### src/verilog/raster_macros.svh
`ifndef RASTER_MACROS_SVH
`define RASTER_MACROS_SVH

// Viewport size in pixels.
`define RASTER_VIEWPORT_W 64
`define RASTER_VIEWPORT_H 64

// Width of one pixel coordinate, enough for 0 to 63.
`define RASTER_COORD_W 6

// Width of depth values and depth gradients.
`define RASTER_DEPTH_W 16

// Width of the triangle tag.
`define RASTER_TAG_W 8

`endif

### src/verilog/geom_pkg.sv
`include "raster_macros.svh"

package geom_pkg;

    // Vertices are whole pixels and may lie outside the viewport.
    typedef struct packed {
        logic [7:0] x;
        logic [7:0] y;
    } vertex_t;

    // Depth plane: z0 is the depth at a reference pixel, the steps are per pixel.
    typedef struct packed {
        logic signed [`RASTER_DEPTH_W-1:0] z0;
        logic signed [`RASTER_DEPTH_W-1:0] dzdx;
        logic signed [`RASTER_DEPTH_W-1:0] dzdy;
    } depth_plane_t;

    // One edge function a*X + b*Y + c, evaluated on doubled coordinates.
    typedef struct packed {
        logic signed [19:0] a;
        logic signed [19:0] b;
        logic signed [19:0] c;
    } edge_coef_t;

    // Bounding box, already clamped to the viewport.
    typedef struct packed {
        logic [`RASTER_COORD_W-1:0] left;
        logic [`RASTER_COORD_W-1:0] top;
        logic [`RASTER_COORD_W-1:0] right;
        logic [`RASTER_COORD_W-1:0] bottom;
    } bbox_t;

endpackage

### src/verilog/frag_pkg.sv
`include "raster_macros.svh"

package frag_pkg;

    typedef struct packed {
        logic [`RASTER_COORD_W-1:0] x;
        logic [`RASTER_COORD_W-1:0] y;
    } pixel_t;

    // One output fragment. The last flag marks the final pixel of a triangle.
    typedef struct packed {
        pixel_t                     pixel;
        logic                       covered;
        logic [`RASTER_DEPTH_W-1:0] depth;
        logic [`RASTER_TAG_W-1:0]   tag;
        logic                       last;
    } fragment_t;

endpackage

### src/verilog/triangle_setup.sv
`timescale 1ns/1ps
`include "raster_macros.svh"

module triangle_setup
    import geom_pkg::*;
(
    input  logic                     clk,
    input  logic                     rstn,
    input  logic                     tri_valid,
    output logic                     tri_ready,
    input  vertex_t                  tri_v0,
    input  vertex_t                  tri_v1,
    input  vertex_t                  tri_v2,
    input  depth_plane_t             tri_plane,
    input  logic [`RASTER_TAG_W-1:0] tri_tag,
    output logic                     setup_valid,
    input  logic                     setup_take,
    output edge_coef_t               edge0,
    output edge_coef_t               edge1,
    output edge_coef_t               edge2,
    output bbox_t                    bbox,
    output depth_plane_t             plane,
    output logic [`RASTER_TAG_W-1:0] tag
);

    localparam logic [7:0] MAX_X = 8'(`RASTER_VIEWPORT_W - 1);
    localparam logic [7:0] MAX_Y = 8'(`RASTER_VIEWPORT_H - 1);

    logic signed [8:0]          dx1;
    logic signed [8:0]          dy1;
    logic signed [8:0]          dx2;
    logic signed [8:0]          dy2;
    logic signed [19:0]         area2;
    logic                       accept;
    logic                       held;
    logic                       zero_area;
    logic                       swap;
    vertex_t                    pend_v0;
    vertex_t                    pend_v1;
    vertex_t                    pend_v2;
    depth_plane_t               pend_plane;
    logic [`RASTER_TAG_W-1:0]   pend_tag;
    vertex_t                    vb;
    vertex_t                    vc;
    logic [`RASTER_DEPTH_W-1:0] z_org;

    function automatic logic [7:0] min3(logic [7:0] a, logic [7:0] b, logic [7:0] c);
        logic [7:0] m;
        m = (a < b) ? a : b;
        return (m < c) ? m : c;
    endfunction

    function automatic logic [7:0] max3(logic [7:0] a, logic [7:0] b, logic [7:0] c);
        logic [7:0] m;
        m = (a > b) ? a : b;
        return (m > c) ? m : c;
    endfunction

    function automatic logic [`RASTER_COORD_W-1:0] clamp_coord(logic [7:0] v,
                                                               logic [7:0] limit);
        return (v > limit) ? limit[`RASTER_COORD_W-1:0] : v[`RASTER_COORD_W-1:0];
    endfunction

    // Edge from vi to vj. The value is zero on the edge and grows to its left.
    // Coordinates are doubled so that pixel centres are odd integers.
    function automatic edge_coef_t make_edge(vertex_t vi, vertex_t vj);
        logic signed [19:0] xi, yi, xj, yj;
        edge_coef_t e;
        xi = {12'd0, vi.x};
        yi = {12'd0, vi.y};
        xj = {12'd0, vj.x};
        yj = {12'd0, vj.y};
        e.a = yi - yj;
        e.b = xj - xi;
        e.c = (xi * yj - xj * yi) * 20'sd2;
        return e;
    endfunction

    // Twice the signed area of the incoming triangle.
    always_comb begin
        dx1 = $signed({1'b0, tri_v1.x}) - $signed({1'b0, tri_v0.x});
        dy1 = $signed({1'b0, tri_v1.y}) - $signed({1'b0, tri_v0.y});
        dx2 = $signed({1'b0, tri_v2.x}) - $signed({1'b0, tri_v0.x});
        dy2 = $signed({1'b0, tri_v2.y}) - $signed({1'b0, tri_v0.y});
        area2 = dx1 * dy2 - dy1 * dx2;
    end

    assign tri_ready   = !held;
    assign accept      = tri_valid && tri_ready;
    // A zero-area triangle is held for one cycle and never offered to the scanner.
    assign setup_valid = held && !zero_area;

    always_ff @(posedge clk or negedge rstn) begin
        if (!rstn) begin
            held      <= 1'b0;
            zero_area <= 1'b0;
        end else if (accept) begin
            held      <= 1'b1;
            zero_area <= (area2 == 20'sd0);
        end else if (setup_take || zero_area) begin
            held      <= 1'b0;
            zero_area <= 1'b0;
        end
    end

    always_ff @(posedge clk) begin
        if (accept) begin
            pend_v0     <= tri_v0;
            pend_v1     <= tri_v1;
            pend_v2     <= tri_v2;
            pend_plane  <= tri_plane;
            pend_tag    <= tri_tag;
            swap        <= (area2 < 20'sd0);
            bbox.left   <= clamp_coord(min3(tri_v0.x, tri_v1.x, tri_v2.x), MAX_X);
            bbox.top    <= clamp_coord(min3(tri_v0.y, tri_v1.y, tri_v2.y), MAX_Y);
            bbox.right  <= clamp_coord(max3(tri_v0.x, tri_v1.x, tri_v2.x), MAX_X);
            bbox.bottom <= clamp_coord(max3(tri_v0.y, tri_v1.y, tri_v2.y), MAX_Y);
        end
    end

    // Negative area means the other winding, so two vertices swap places.
    assign vb = swap ? pend_v2 : pend_v1;
    assign vc = swap ? pend_v1 : pend_v2;

    // Depth at the top-left corner of the box, wrapping at the depth width.
    assign z_org = pend_plane.z0 + pend_plane.dzdx * bbox.left
                 + pend_plane.dzdy * bbox.top;

    // The working copy changes only when the scanner starts a new box, so
    // pixels still in flight keep the coefficients of their own triangle.
    always_ff @(posedge clk) begin
        if (setup_take) begin
            edge0 <= make_edge(pend_v0, vb);
            edge1 <= make_edge(vb, vc);
            edge2 <= make_edge(vc, pend_v0);
            plane <= '{z0: z_org, dzdx: pend_plane.dzdx, dzdy: pend_plane.dzdy};
            tag   <= pend_tag;
        end
    end

endmodule

### src/verilog/bbox_scanner.sv
`timescale 1ns/1ps

module bbox_scanner
    import geom_pkg::*;
    import frag_pkg::*;
(
    input  logic   clk,
    input  logic   rstn,
    input  logic   setup_valid,
    output logic   setup_take,
    input  bbox_t  bbox,
    input  logic   advance,
    output logic   scan_valid,
    output logic   scan_first,
    output logic   scan_row,
    output logic   scan_last,
    output pixel_t scan_pixel
);

    typedef enum logic {
        IDLE,
        RUN
    } scan_state_t;

    scan_state_t state;
    bbox_t       box;
    pixel_t      cur;
    logic        end_x;
    logic        end_y;
    logic        step;

    // A box is taken whenever the scanner is idle and a triangle is waiting.
    assign setup_take = (state == IDLE) && setup_valid;

    assign scan_valid = (state == RUN);
    assign scan_pixel = cur;

    assign end_x = (cur.x == box.right);
    assign end_y = (cur.y == box.bottom);
    assign step  = scan_valid && advance;

    assign scan_last  = scan_valid && end_x && end_y;
    assign scan_first = scan_valid && (cur.x == box.left) && (cur.y == box.top);
    // Every later return to the left edge begins a new row.
    assign scan_row   = scan_valid && !scan_first && (cur.x == box.left);

    always_ff @(posedge clk or negedge rstn) begin
        if (!rstn) begin
            state <= IDLE;
        end else begin
            case (state)
                IDLE: begin
                    if (setup_valid) begin
                        state <= RUN;
                    end
                end
                RUN: begin
                    // The last pixel leaves, and the next box can be taken next cycle.
                    if (step && scan_last) begin
                        state <= IDLE;
                    end
                end
            endcase
        end
    end

    always_ff @(posedge clk) begin
        if (setup_take) begin
            box <= bbox;
            cur <= '{x: bbox.left, y: bbox.top};
        end else if (step && !scan_last) begin
            if (end_x) begin
                cur.x <= box.left;
                cur.y <= cur.y + 1'b1;
            end else begin
                cur.x <= cur.x + 1'b1;
            end
        end
    end

endmodule

### src/verilog/edge_tester.sv
`timescale 1ns/1ps
`include "raster_macros.svh"

module edge_tester
    import geom_pkg::*;
    import frag_pkg::*;
(
    input  logic                     clk,
    input  logic                     rstn,
    input  logic                     advance,
    input  logic                     scan_valid,
    input  pixel_t                   scan_pixel,
    input  logic                     scan_last,
    input  edge_coef_t               edge0,
    input  edge_coef_t               edge1,
    input  edge_coef_t               edge2,
    input  logic [`RASTER_TAG_W-1:0] tag,
    output logic                     ev_valid,
    output pixel_t                   ev_pixel,
    output logic                     ev_last,
    output logic                     ev_covered,
    output logic [`RASTER_TAG_W-1:0] ev_tag
);

    logic signed [21:0] e0;
    logic signed [21:0] e1;
    logic signed [21:0] e2;

    // The pixel centre (x + 0.5, y + 0.5) is (2x + 1, 2y + 1) when doubled.
    function automatic logic signed [21:0] edge_eval(edge_coef_t e, pixel_t p);
        logic signed [7:0] sx;
        logic signed [7:0] sy;
        sx = {1'b0, p.x, 1'b1};
        sy = {1'b0, p.y, 1'b1};
        return $signed(e.a) * sx + $signed(e.b) * sy + $signed(e.c);
    endfunction

    assign e0 = edge_eval(edge0, scan_pixel);
    assign e1 = edge_eval(edge1, scan_pixel);
    assign e2 = edge_eval(edge2, scan_pixel);

    always_ff @(posedge clk or negedge rstn) begin
        if (!rstn) begin
            ev_valid <= 1'b0;
        end else if (advance) begin
            ev_valid <= scan_valid;
        end
    end

    // A pixel on an edge counts as covered.
    always_ff @(posedge clk) begin
        if (advance && scan_valid) begin
            ev_pixel   <= scan_pixel;
            ev_last    <= scan_last;
            ev_covered <= (e0 >= 22'sd0) && (e1 >= 22'sd0) && (e2 >= 22'sd0);
            ev_tag     <= tag;
        end
    end

endmodule

### src/verilog/depth_interp.sv
`timescale 1ns/1ps
`include "raster_macros.svh"

module depth_interp
    import geom_pkg::*;
(
    input  logic                       clk,
    input  logic                       rstn,
    input  logic                       advance,
    input  logic                       scan_valid,
    input  logic                       scan_first,
    input  logic                       scan_row,
    input  depth_plane_t               plane,
    output logic [`RASTER_DEPTH_W-1:0] depth
);

    // Depth at the start of the current row.
    logic [`RASTER_DEPTH_W-1:0] row_z;
    logic [`RASTER_DEPTH_W-1:0] next_row_z;

    assign next_row_z = row_z + plane.dzdy;

    // plane.z0 already holds the depth at the top-left corner of the box.
    // The register stays in step with edge_tester, so it always holds the
    // depth of the pixel that edge_tester is presenting.
    always_ff @(posedge clk or negedge rstn) begin
        if (!rstn) begin
            row_z <= '0;
            depth <= '0;
        end else if (advance && scan_valid) begin
            if (scan_first) begin
                row_z <= plane.z0;
                depth <= plane.z0;
            end else if (scan_row) begin
                row_z <= next_row_z;
                depth <= next_row_z;
            end else begin
                depth <= depth + plane.dzdx;
            end
        end
    end

endmodule

### src/verilog/fragment_merge.sv
`timescale 1ns/1ps
`include "raster_macros.svh"

module fragment_merge
    import frag_pkg::*;
(
    input  logic                       clk,
    input  logic                       rstn,
    input  logic                       ev_valid,
    input  pixel_t                     ev_pixel,
    input  logic                       ev_last,
    input  logic                       ev_covered,
    input  logic [`RASTER_TAG_W-1:0]   ev_tag,
    input  logic [`RASTER_DEPTH_W-1:0] depth,
    output logic                       advance,
    input  logic                       frag_ready,
    output logic                       frag_valid,
    output fragment_t                  frag
);

    // The whole pipeline moves when the output slot is free or being emptied.
    assign advance = !frag_valid || frag_ready;

    always_ff @(posedge clk or negedge rstn) begin
        if (!rstn) begin
            frag_valid <= 1'b0;
        end else if (advance) begin
            frag_valid <= ev_valid;
        end
    end

    // Coverage and depth arrive in the same cycle, one stage after the scanner.
    always_ff @(posedge clk) begin
        if (advance && ev_valid) begin
            frag <= '{
                pixel:   ev_pixel,
                covered: ev_covered,
                depth:   depth,
                tag:     ev_tag,
                last:    ev_last
            };
        end
    end

endmodule

### src/verilog/rasterizer.sv
`timescale 1ns/1ps
`include "raster_macros.svh"

module rasterizer
    import geom_pkg::*;
    import frag_pkg::*;
(
    input  logic                     clk,
    input  logic                     rstn,
    input  logic                     tri_valid,
    output logic                     tri_ready,
    input  vertex_t                  tri_v0,
    input  vertex_t                  tri_v1,
    input  vertex_t                  tri_v2,
    input  depth_plane_t             tri_plane,
    input  logic [`RASTER_TAG_W-1:0] tri_tag,
    output logic                     frag_valid,
    input  logic                     frag_ready,
    output fragment_t                frag
);

    logic                       setup_valid;
    logic                       setup_take;
    edge_coef_t                 edge0;
    edge_coef_t                 edge1;
    edge_coef_t                 edge2;
    bbox_t                      bbox;
    depth_plane_t               plane;
    logic [`RASTER_TAG_W-1:0]   tag;
    logic                       advance;
    logic                       scan_valid;
    logic                       scan_first;
    logic                       scan_row;
    logic                       scan_last;
    pixel_t                     scan_pixel;
    logic                       ev_valid;
    pixel_t                     ev_pixel;
    logic                       ev_last;
    logic                       ev_covered;
    logic [`RASTER_TAG_W-1:0]   ev_tag;
    logic [`RASTER_DEPTH_W-1:0] depth;

    triangle_setup i_triangle_setup (
        .clk         (clk),
        .rstn        (rstn),
        .tri_valid   (tri_valid),
        .tri_ready   (tri_ready),
        .tri_v0      (tri_v0),
        .tri_v1      (tri_v1),
        .tri_v2      (tri_v2),
        .tri_plane   (tri_plane),
        .tri_tag     (tri_tag),
        .setup_valid (setup_valid),
        .setup_take  (setup_take),
        .edge0       (edge0),
        .edge1       (edge1),
        .edge2       (edge2),
        .bbox        (bbox),
        .plane       (plane),
        .tag         (tag)
    );

    bbox_scanner i_bbox_scanner (
        .clk         (clk),
        .rstn        (rstn),
        .setup_valid (setup_valid),
        .setup_take  (setup_take),
        .bbox        (bbox),
        .advance     (advance),
        .scan_valid  (scan_valid),
        .scan_first  (scan_first),
        .scan_row    (scan_row),
        .scan_last   (scan_last),
        .scan_pixel  (scan_pixel)
    );

    // Coverage and depth are worked out side by side for the same pixel.
    edge_tester i_edge_tester (
        .clk         (clk),
        .rstn        (rstn),
        .advance     (advance),
        .scan_valid  (scan_valid),
        .scan_pixel  (scan_pixel),
        .scan_last   (scan_last),
        .edge0       (edge0),
        .edge1       (edge1),
        .edge2       (edge2),
        .tag         (tag),
        .ev_valid    (ev_valid),
        .ev_pixel    (ev_pixel),
        .ev_last     (ev_last),
        .ev_covered  (ev_covered),
        .ev_tag      (ev_tag)
    );

    depth_interp i_depth_interp (
        .clk         (clk),
        .rstn        (rstn),
        .advance     (advance),
        .scan_valid  (scan_valid),
        .scan_first  (scan_first),
        .scan_row    (scan_row),
        .plane       (plane),
        .depth       (depth)
    );

    fragment_merge i_fragment_merge (
        .clk         (clk),
        .rstn        (rstn),
        .ev_valid    (ev_valid),
        .ev_pixel    (ev_pixel),
        .ev_last     (ev_last),
        .ev_covered  (ev_covered),
        .ev_tag      (ev_tag),
        .depth       (depth),
        .advance     (advance),
        .frag_ready  (frag_ready),
        .frag_valid  (frag_valid),
        .frag        (frag)
    );

endmodule

### config.mk
export PLATFORM = sky130hd
export DESIGN_NAME = rasterizer
export DESIGN_NICKNAME = d
export VERILOG_FILES = /design/src/verilog/geom_pkg.sv /design/src/verilog/frag_pkg.sv /design/src/verilog/triangle_setup.sv /design/src/verilog/bbox_scanner.sv /design/src/verilog/edge_tester.sv /design/src/verilog/depth_interp.sv /design/src/verilog/fragment_merge.sv /design/src/verilog/rasterizer.sv
export VERILOG_INCLUDE_DIRS = /design/src /design/src/verilog
export SDC_FILE = /design/constraint.sdc
export NUM_CORES = 2
export LEC_CHECK = 0
export BUFFER_PORTS_ARGS = -buffer_cell sky130_fd_sc_hd__buf_2
export CORE_UTILIZATION = 29
export CTS_BUF_LIST = sky130_fd_sc_hd__clkbuf_16
export DETAILED_ROUTE_END_ITERATION = 10
export PLACE_DENSITY = 0.48
export SYNTH_ARGS = -nofsm -noshare
export SYNTH_HDL_FRONTEND = slang
export SYNTH_SLANG_ARGS = --single-unit
### constraint.sdc
create_clock -name clk -period 21.3 [get_ports clk]
set_input_delay 0 -clock clk [delete_from_list [all_inputs] [get_ports clk]]
set_output_delay 0 -clock clk [all_outputs]
set_load 0.005 [all_outputs]
---- Word-level counts from Yosys, hierarchy flattened ----
Cells that the tools add are included.
word-level totals
  register bits after elaboration ......... 429
  logic and storage cells ................. 168
operators by class
  equal/unequal tests ..................... 4
  order comparisons ....................... 16
  muxes and demuxes ....................... 24
  bitwise logic cells ..................... 1
  reduce and logical (&&, ||, !) cells .... 29
  $mul .................................... 16
  add/sub/neg operators ................... 26
operators by type and width
  operator                                                                count
  9-bit by 8-bit multiplier with 17-bit output                            6
  8-bit by 8-bit multiplier with 16-bit output                            6
  16-bit two-way mux                                                      6
  8-bit by 8-bit subtractor with 9-bit output                             10
  22-bit by 20-bit adder with 22-bit output                               3
  22-bit adder                                                            3
  22-bit by 1-bit >= comparator with 1-bit output, second input constant  3
  16-bit adder                                                            4
  8-bit two-way mux                                                       8
  19-bit subtractor                                                       3
  9-bit by 9-bit multiplier with 18-bit output                            2
  8-bit by 6-bit > comparator with 1-bit output, second input constant    4
  8-bit > comparator                                                      4
  8-bit < comparator                                                      4
  16-bit by 6-bit multiplier with 16-bit output                           2
  6-bit equality test                                                     4
  12-bit two-way mux                                                      2
  20-bit logical NOT                                                      1
  20-bit by 1-bit < comparator with 1-bit output, second input constant   1
  20-bit subtractor                                                       1
  1-bit logical AND                                                       15
  6-bit by 1-bit adder with 6-bit output, second input constant           2
  6-bit two-way mux                                                       2
  2-bit nonzero test                                                      4
  other kinds (6)                                                         16

---- Depth between registers and ports, before layout ----
  depth in word-level cells ............... 8
  gate-level depth with buffers ........... 39
  mapped depth without buffers ............ 38

---- Cells and area by module ----
A second synthesis with hierarchy kept.
second synthesis, totals
  cells, all modules ...................... 6,902
  area total of the unflattened synthesis .. 68,947.4 um2
modules (own cells, without submodules)
  module          cells an instance  area an instance (um2)  times used  seq. area each (um2)
  triangle_setup  3,828              38,863.5                1           8,758.4
  edge_tester     2,536              24,204.5                1           685.7
  depth_interp    354                2,855.2                 1           800.8
  bbox_scanner    142                1,829.3                 1           1,106.1
  fragment_merge  42                 1,194.9                 1           1,166.1

---- Least setup slack after synthesis ----
OpenSTA, ideal clock, no wires.
  path type ............................... input port to flip-flop
  start ................................... in tri_v1[8] in the netlist's numbering
  end ..................................... reg i_triangle_setup.zero_area
  required time ........................... 21.189 ns
  buffers on the path ..................... 0
  arrival ................................. 8.413 ns
  cell stages on the path ................. 37
  slack ................................... 12.776 ns
  cells stage by stage .................... inv_1 > ha_1 > inv_1 > fa_1 > a21o_1 > a21oi_1 > o21bai_1 > a21oi_1 > o21bai_1 > a21oi_1 > nand2b_1 > fa_1 > inv_1 > fa_1 > fa_1 > fa_1 > inv_1 > fa_1 > inv_1 > ha_1 > a21oi_1 > o21bai_1 > a21oi_1 > nor2b_1 > o2111ai_1 > nand3_1 > o41a_1 > xnor2_1 > ha_1 > nand2b_1 > o2111ai_1 > a311oi_1 > nand4_1 > or4_1 > nor4_1 > o21ai_1 > a2111oi_2
on the way
  word-level cells in the longest chain between the ends .. 5
ends and longest elaborated chain
  item                                          RTL line              RTL
  start, declared                               rasterizer.sv:13      input vertex_t tri_v1,
  8-bit by 8-bit subtractor with 9-bit output   triangle_setup.sv:81  dx1 = $signed({1'b0, tri_v1.x}) - $signed({1'b0, tri_v0.x});
  9-bit by 9-bit multiplier with 18-bit output  triangle_setup.sv:85  area2 = dx1 * dy2 - dy1 * dx2;
  20-bit subtractor                             triangle_setup.sv:85
  20-bit logical NOT                            triangle_setup.sv:99  zero_area <= (area2 == 20'sd0);
  1-bit two-way mux                             triangle_setup.sv:97  end else if (accept) begin
  end signal, assigned                          triangle_setup.sv:99
  end, declared                                 triangle_setup.sv:36  logic zero_area;
No other way between the ends.
A chain may end at the register's enable or synchronous reset.

---- Final worst setup path ----
Ends and elaborated chain as after synthesis.

==> flow_summary.toml <==
[placed_design]
gp_congestion = 0.872
io_buffers = 147
dp_hpwl_um = 146000

[synth]
synth_area_um2 = 62400
ys_seq_area_share_pct = 20.3
synth_edf_count = 392
synth_largest_area_cell = "fa_1"
syn_nets = 8155
ys_ff_latch = 429
synth_cell_types = 83
syn_area_per_cell_um2 = 9.79
synth-async-reset-ratio_pct = 8.62
synth_top_area_share_pct = 27.8
ys_warn_count = 0
synthTopCellsByArea = "fa_1, edfxtp_1, ha_1, inv_1, xnor2_1"
synthCells = 6379
ys.flop_type = "edfxtp_1"

[clock_tree]
cts_root_buf = "clkbuf_16"
clock-sinks = 429
numCtsBuffers = 56
clock_path_buffers = 3
cts_tree = "done"
insertion_delay_ns = 0.74
cts_setup_buffers = 0
cts.clk_slew.worst_paths_ns = 0.07
cts_htree_levels = 2

[setup_path]
r2r-end = "i_edge_tester.ev_covered"
r2r-start = "i_bbox_scanner.scan_pixel[1]"
critPathMostFrequentCell = "fa_1"
timing.critical_path.from = "tri_v1[8]"
cp-end-kind = "flip-flop"
cp-start-kind = "input pin"
path_max_fanout = 8
max_stage_delay_ns = 0.54
worst_r2r_path_depth = 25
crit_arrival_ns = 9.87
critPathKind = "in -> reg"
cp.required_ns = 21.93
critPathSlowestCell = "fa_1"
r2r_slack_ns = 13.02

[route]
totalWireLength_um = 179000
dr_total_vias = 44535
postRouteAntennaNets = 0
avgRoutedWirePerCell_um = 18.6
dr.pass1.iters = 5
drc = 0
vias_per_cell = 4.64
drt_iter0_markers = 2603

[floorplan]
coreArea_um2 = 213000
die_area_um2 = 217000
initial_utilization_pct = 29.3
num_io_pins = 148
die_w_um = 466
std_cell_rows = 169
die_h_um = 466

[layout]
drive_gt1_share_pct = 5.80
syn_to_final_growth_pct = 13.1
nets = 8493

[global_route]
antenna_found_initial = 13
overflow = 0
grt_start_max_net_pins = 112
grt_pass1_vias = 47129
grt_usage_pct = 16.7
grt_pass1_wl_um = 280000

[timing]
slew_viol_final = 0
final.min_clock_period_ns = 9.24
fin_skew_ns = 0.110
relSlewSlack_pct = 13.1
period_share_pct = 43.4
hold_viol_final = 0
rsz0062_at_grt = "false"
fmax_mhz = 108
tns_ns = 0
tightest_slew_ns = 1.30
setup_viol = 0

[hold_path]
holdCritStartpoint = "tri_plane[41]"
holdCritPathClass = "in -> reg"
holdPathStages = 2
worstHoldEndpoint = "i_triangle_setup.pend_plane[41]"

[outcome]
status = "completed"

[flow_run]
cap_violations = 0
==> worst max-delay path: cells and delay by family <==
kind / cells / cell delay, ns
AOI/OAI and AO/OA: 15 / 3.50
xor gates and xnor gates: 1 / 0.15
adders and majority gates: 9 / 3.77
buffers and inverters: 7 / 0.92
and+or+nand+nor: 7 / 1.52
==> through the flow <==
step	cells	hold slack [ns]	setup WS, ns	util [%]	cell area (µm²)
4_1_cts	9585	0.00280	12.22	33.2	70600
5_1_grt	9585	0.0173	11.43	33.2	70600
2_1_floorplan	6379	-0.296	12.78	-	62400
6_report	9588	0.0378	12.06	33.2	70600
3_5_place_dp	9301	0.165	11.96	31.4	66800
3_3_place_gp	9301	0.156	12.03	31.4	66800
==> cells in the mapped netlist (all sizes together) (37+ instances only) <==
library cell  instances
nor2b                83
dfrtp                37
inv                1216
ha                  801
o21bai               40
fa                  867
o21a                 40
o21ai               138
xnor2               285
xor2                131
clkbuf              113
nor2                417
edfxtp              392
nand3                69
a21oi               202
and2                309
mux2i                50
nand2b               81
a21o                109
nor3                 75
nand2               594
a31oi                42
==> how the worst max path moves through the flow <==
stage	end	slack [ns]	cells after the start
floorplan	i_triangle_setup.zero_area	12.78	37
global placement	i_triangle_setup.zero_area	12.03	38
detailed placement	i_triangle_setup.zero_area	11.96	38
CTS	i_triangle_setup.zero_area	12.22	39
global route	i_triangle_setup.zero_area	11.43	39
finish	i_triangle_setup.zero_area	12.06	39
==> final cells by class <==
class / count / area [µm²]
clock buffer: 57 / 1430
clock inverter: 48 / 546
timing repair buffer: 401 / 3090
fill: 22004 / 142000
tap: 2821 / 3530
inverter: 1220 / 4590
multi-input combinational: 4609 / 44700
sequential: 429 / 12700
antenna: 3 / 7.51
==> timing repair <==
action | in CTS | in global routing
hold endpoints to repair | 186 | 0
gates resized for setup | 0 | 0
hold buffers | 179 | 0
==> flip-flops by register name (all words and copies together), names as in the netlist, 24 cells and up <==
signal / count
i_triangle_setup.edge1: 37
i_fragment_merge.frag: 38
i_triangle_setup.bbox: 24
i_triangle_setup.edge0: 37
i_triangle_setup.plane: 48
i_triangle_setup.pend_plane: 48
i_triangle_setup.edge2: 37
i_bbox_scanner.box: 24
==> placed cells by master (no fill, tap or decap), drive strengths merged, types with 37 or more instances in the layout <==
cell	count
a21o	109
nand2b	81
a31oi	42
edfxtp	392
nor2b	83
ha	801
dfrtp	37
inv	1229
nor3	75
mux2i	50
o21ai	138
clkbuf	57
a21oi	202
xnor2	285
o21a	40
and2	309
fa	867
nand2	594
dlygate4sd3	179
nor2	417
o21bai	40
nand3	69
buf	222
xor2	131
==> per-layer routing <==
layer  up-vias  global-route usage [%]  share of wire (%)
met5         -                       0             0.0073
met4         2                    3.95                2.5
met3       186                    1.58                3.8
met2       804                    26.9                 45
met1     22390                    24.0                 49
li1      21153                       -                  -
==> cells by family (layout without fill, tap and decap cells) <==
logic type / Yosys count / in the layout / share of synthesized area (%)
mux: 66 / 66 / 1.09
compound gates: 722 / 722 / 7.63
buf+inv: 1341 / 1726 / 8.08
flops: 429 / 429 / 20.3
simple gates: 1737 / 1737 / 13.2
fa+ha+maj: 1668 / 1668 / 43.9
xor+xnor: 416 / 416 / 5.84
other cells: 0 / 3 / 0
Power is left out: the tool's default activity adds up to more than one toggle a clock period on the data nets, which glitch-free logic cannot reach.
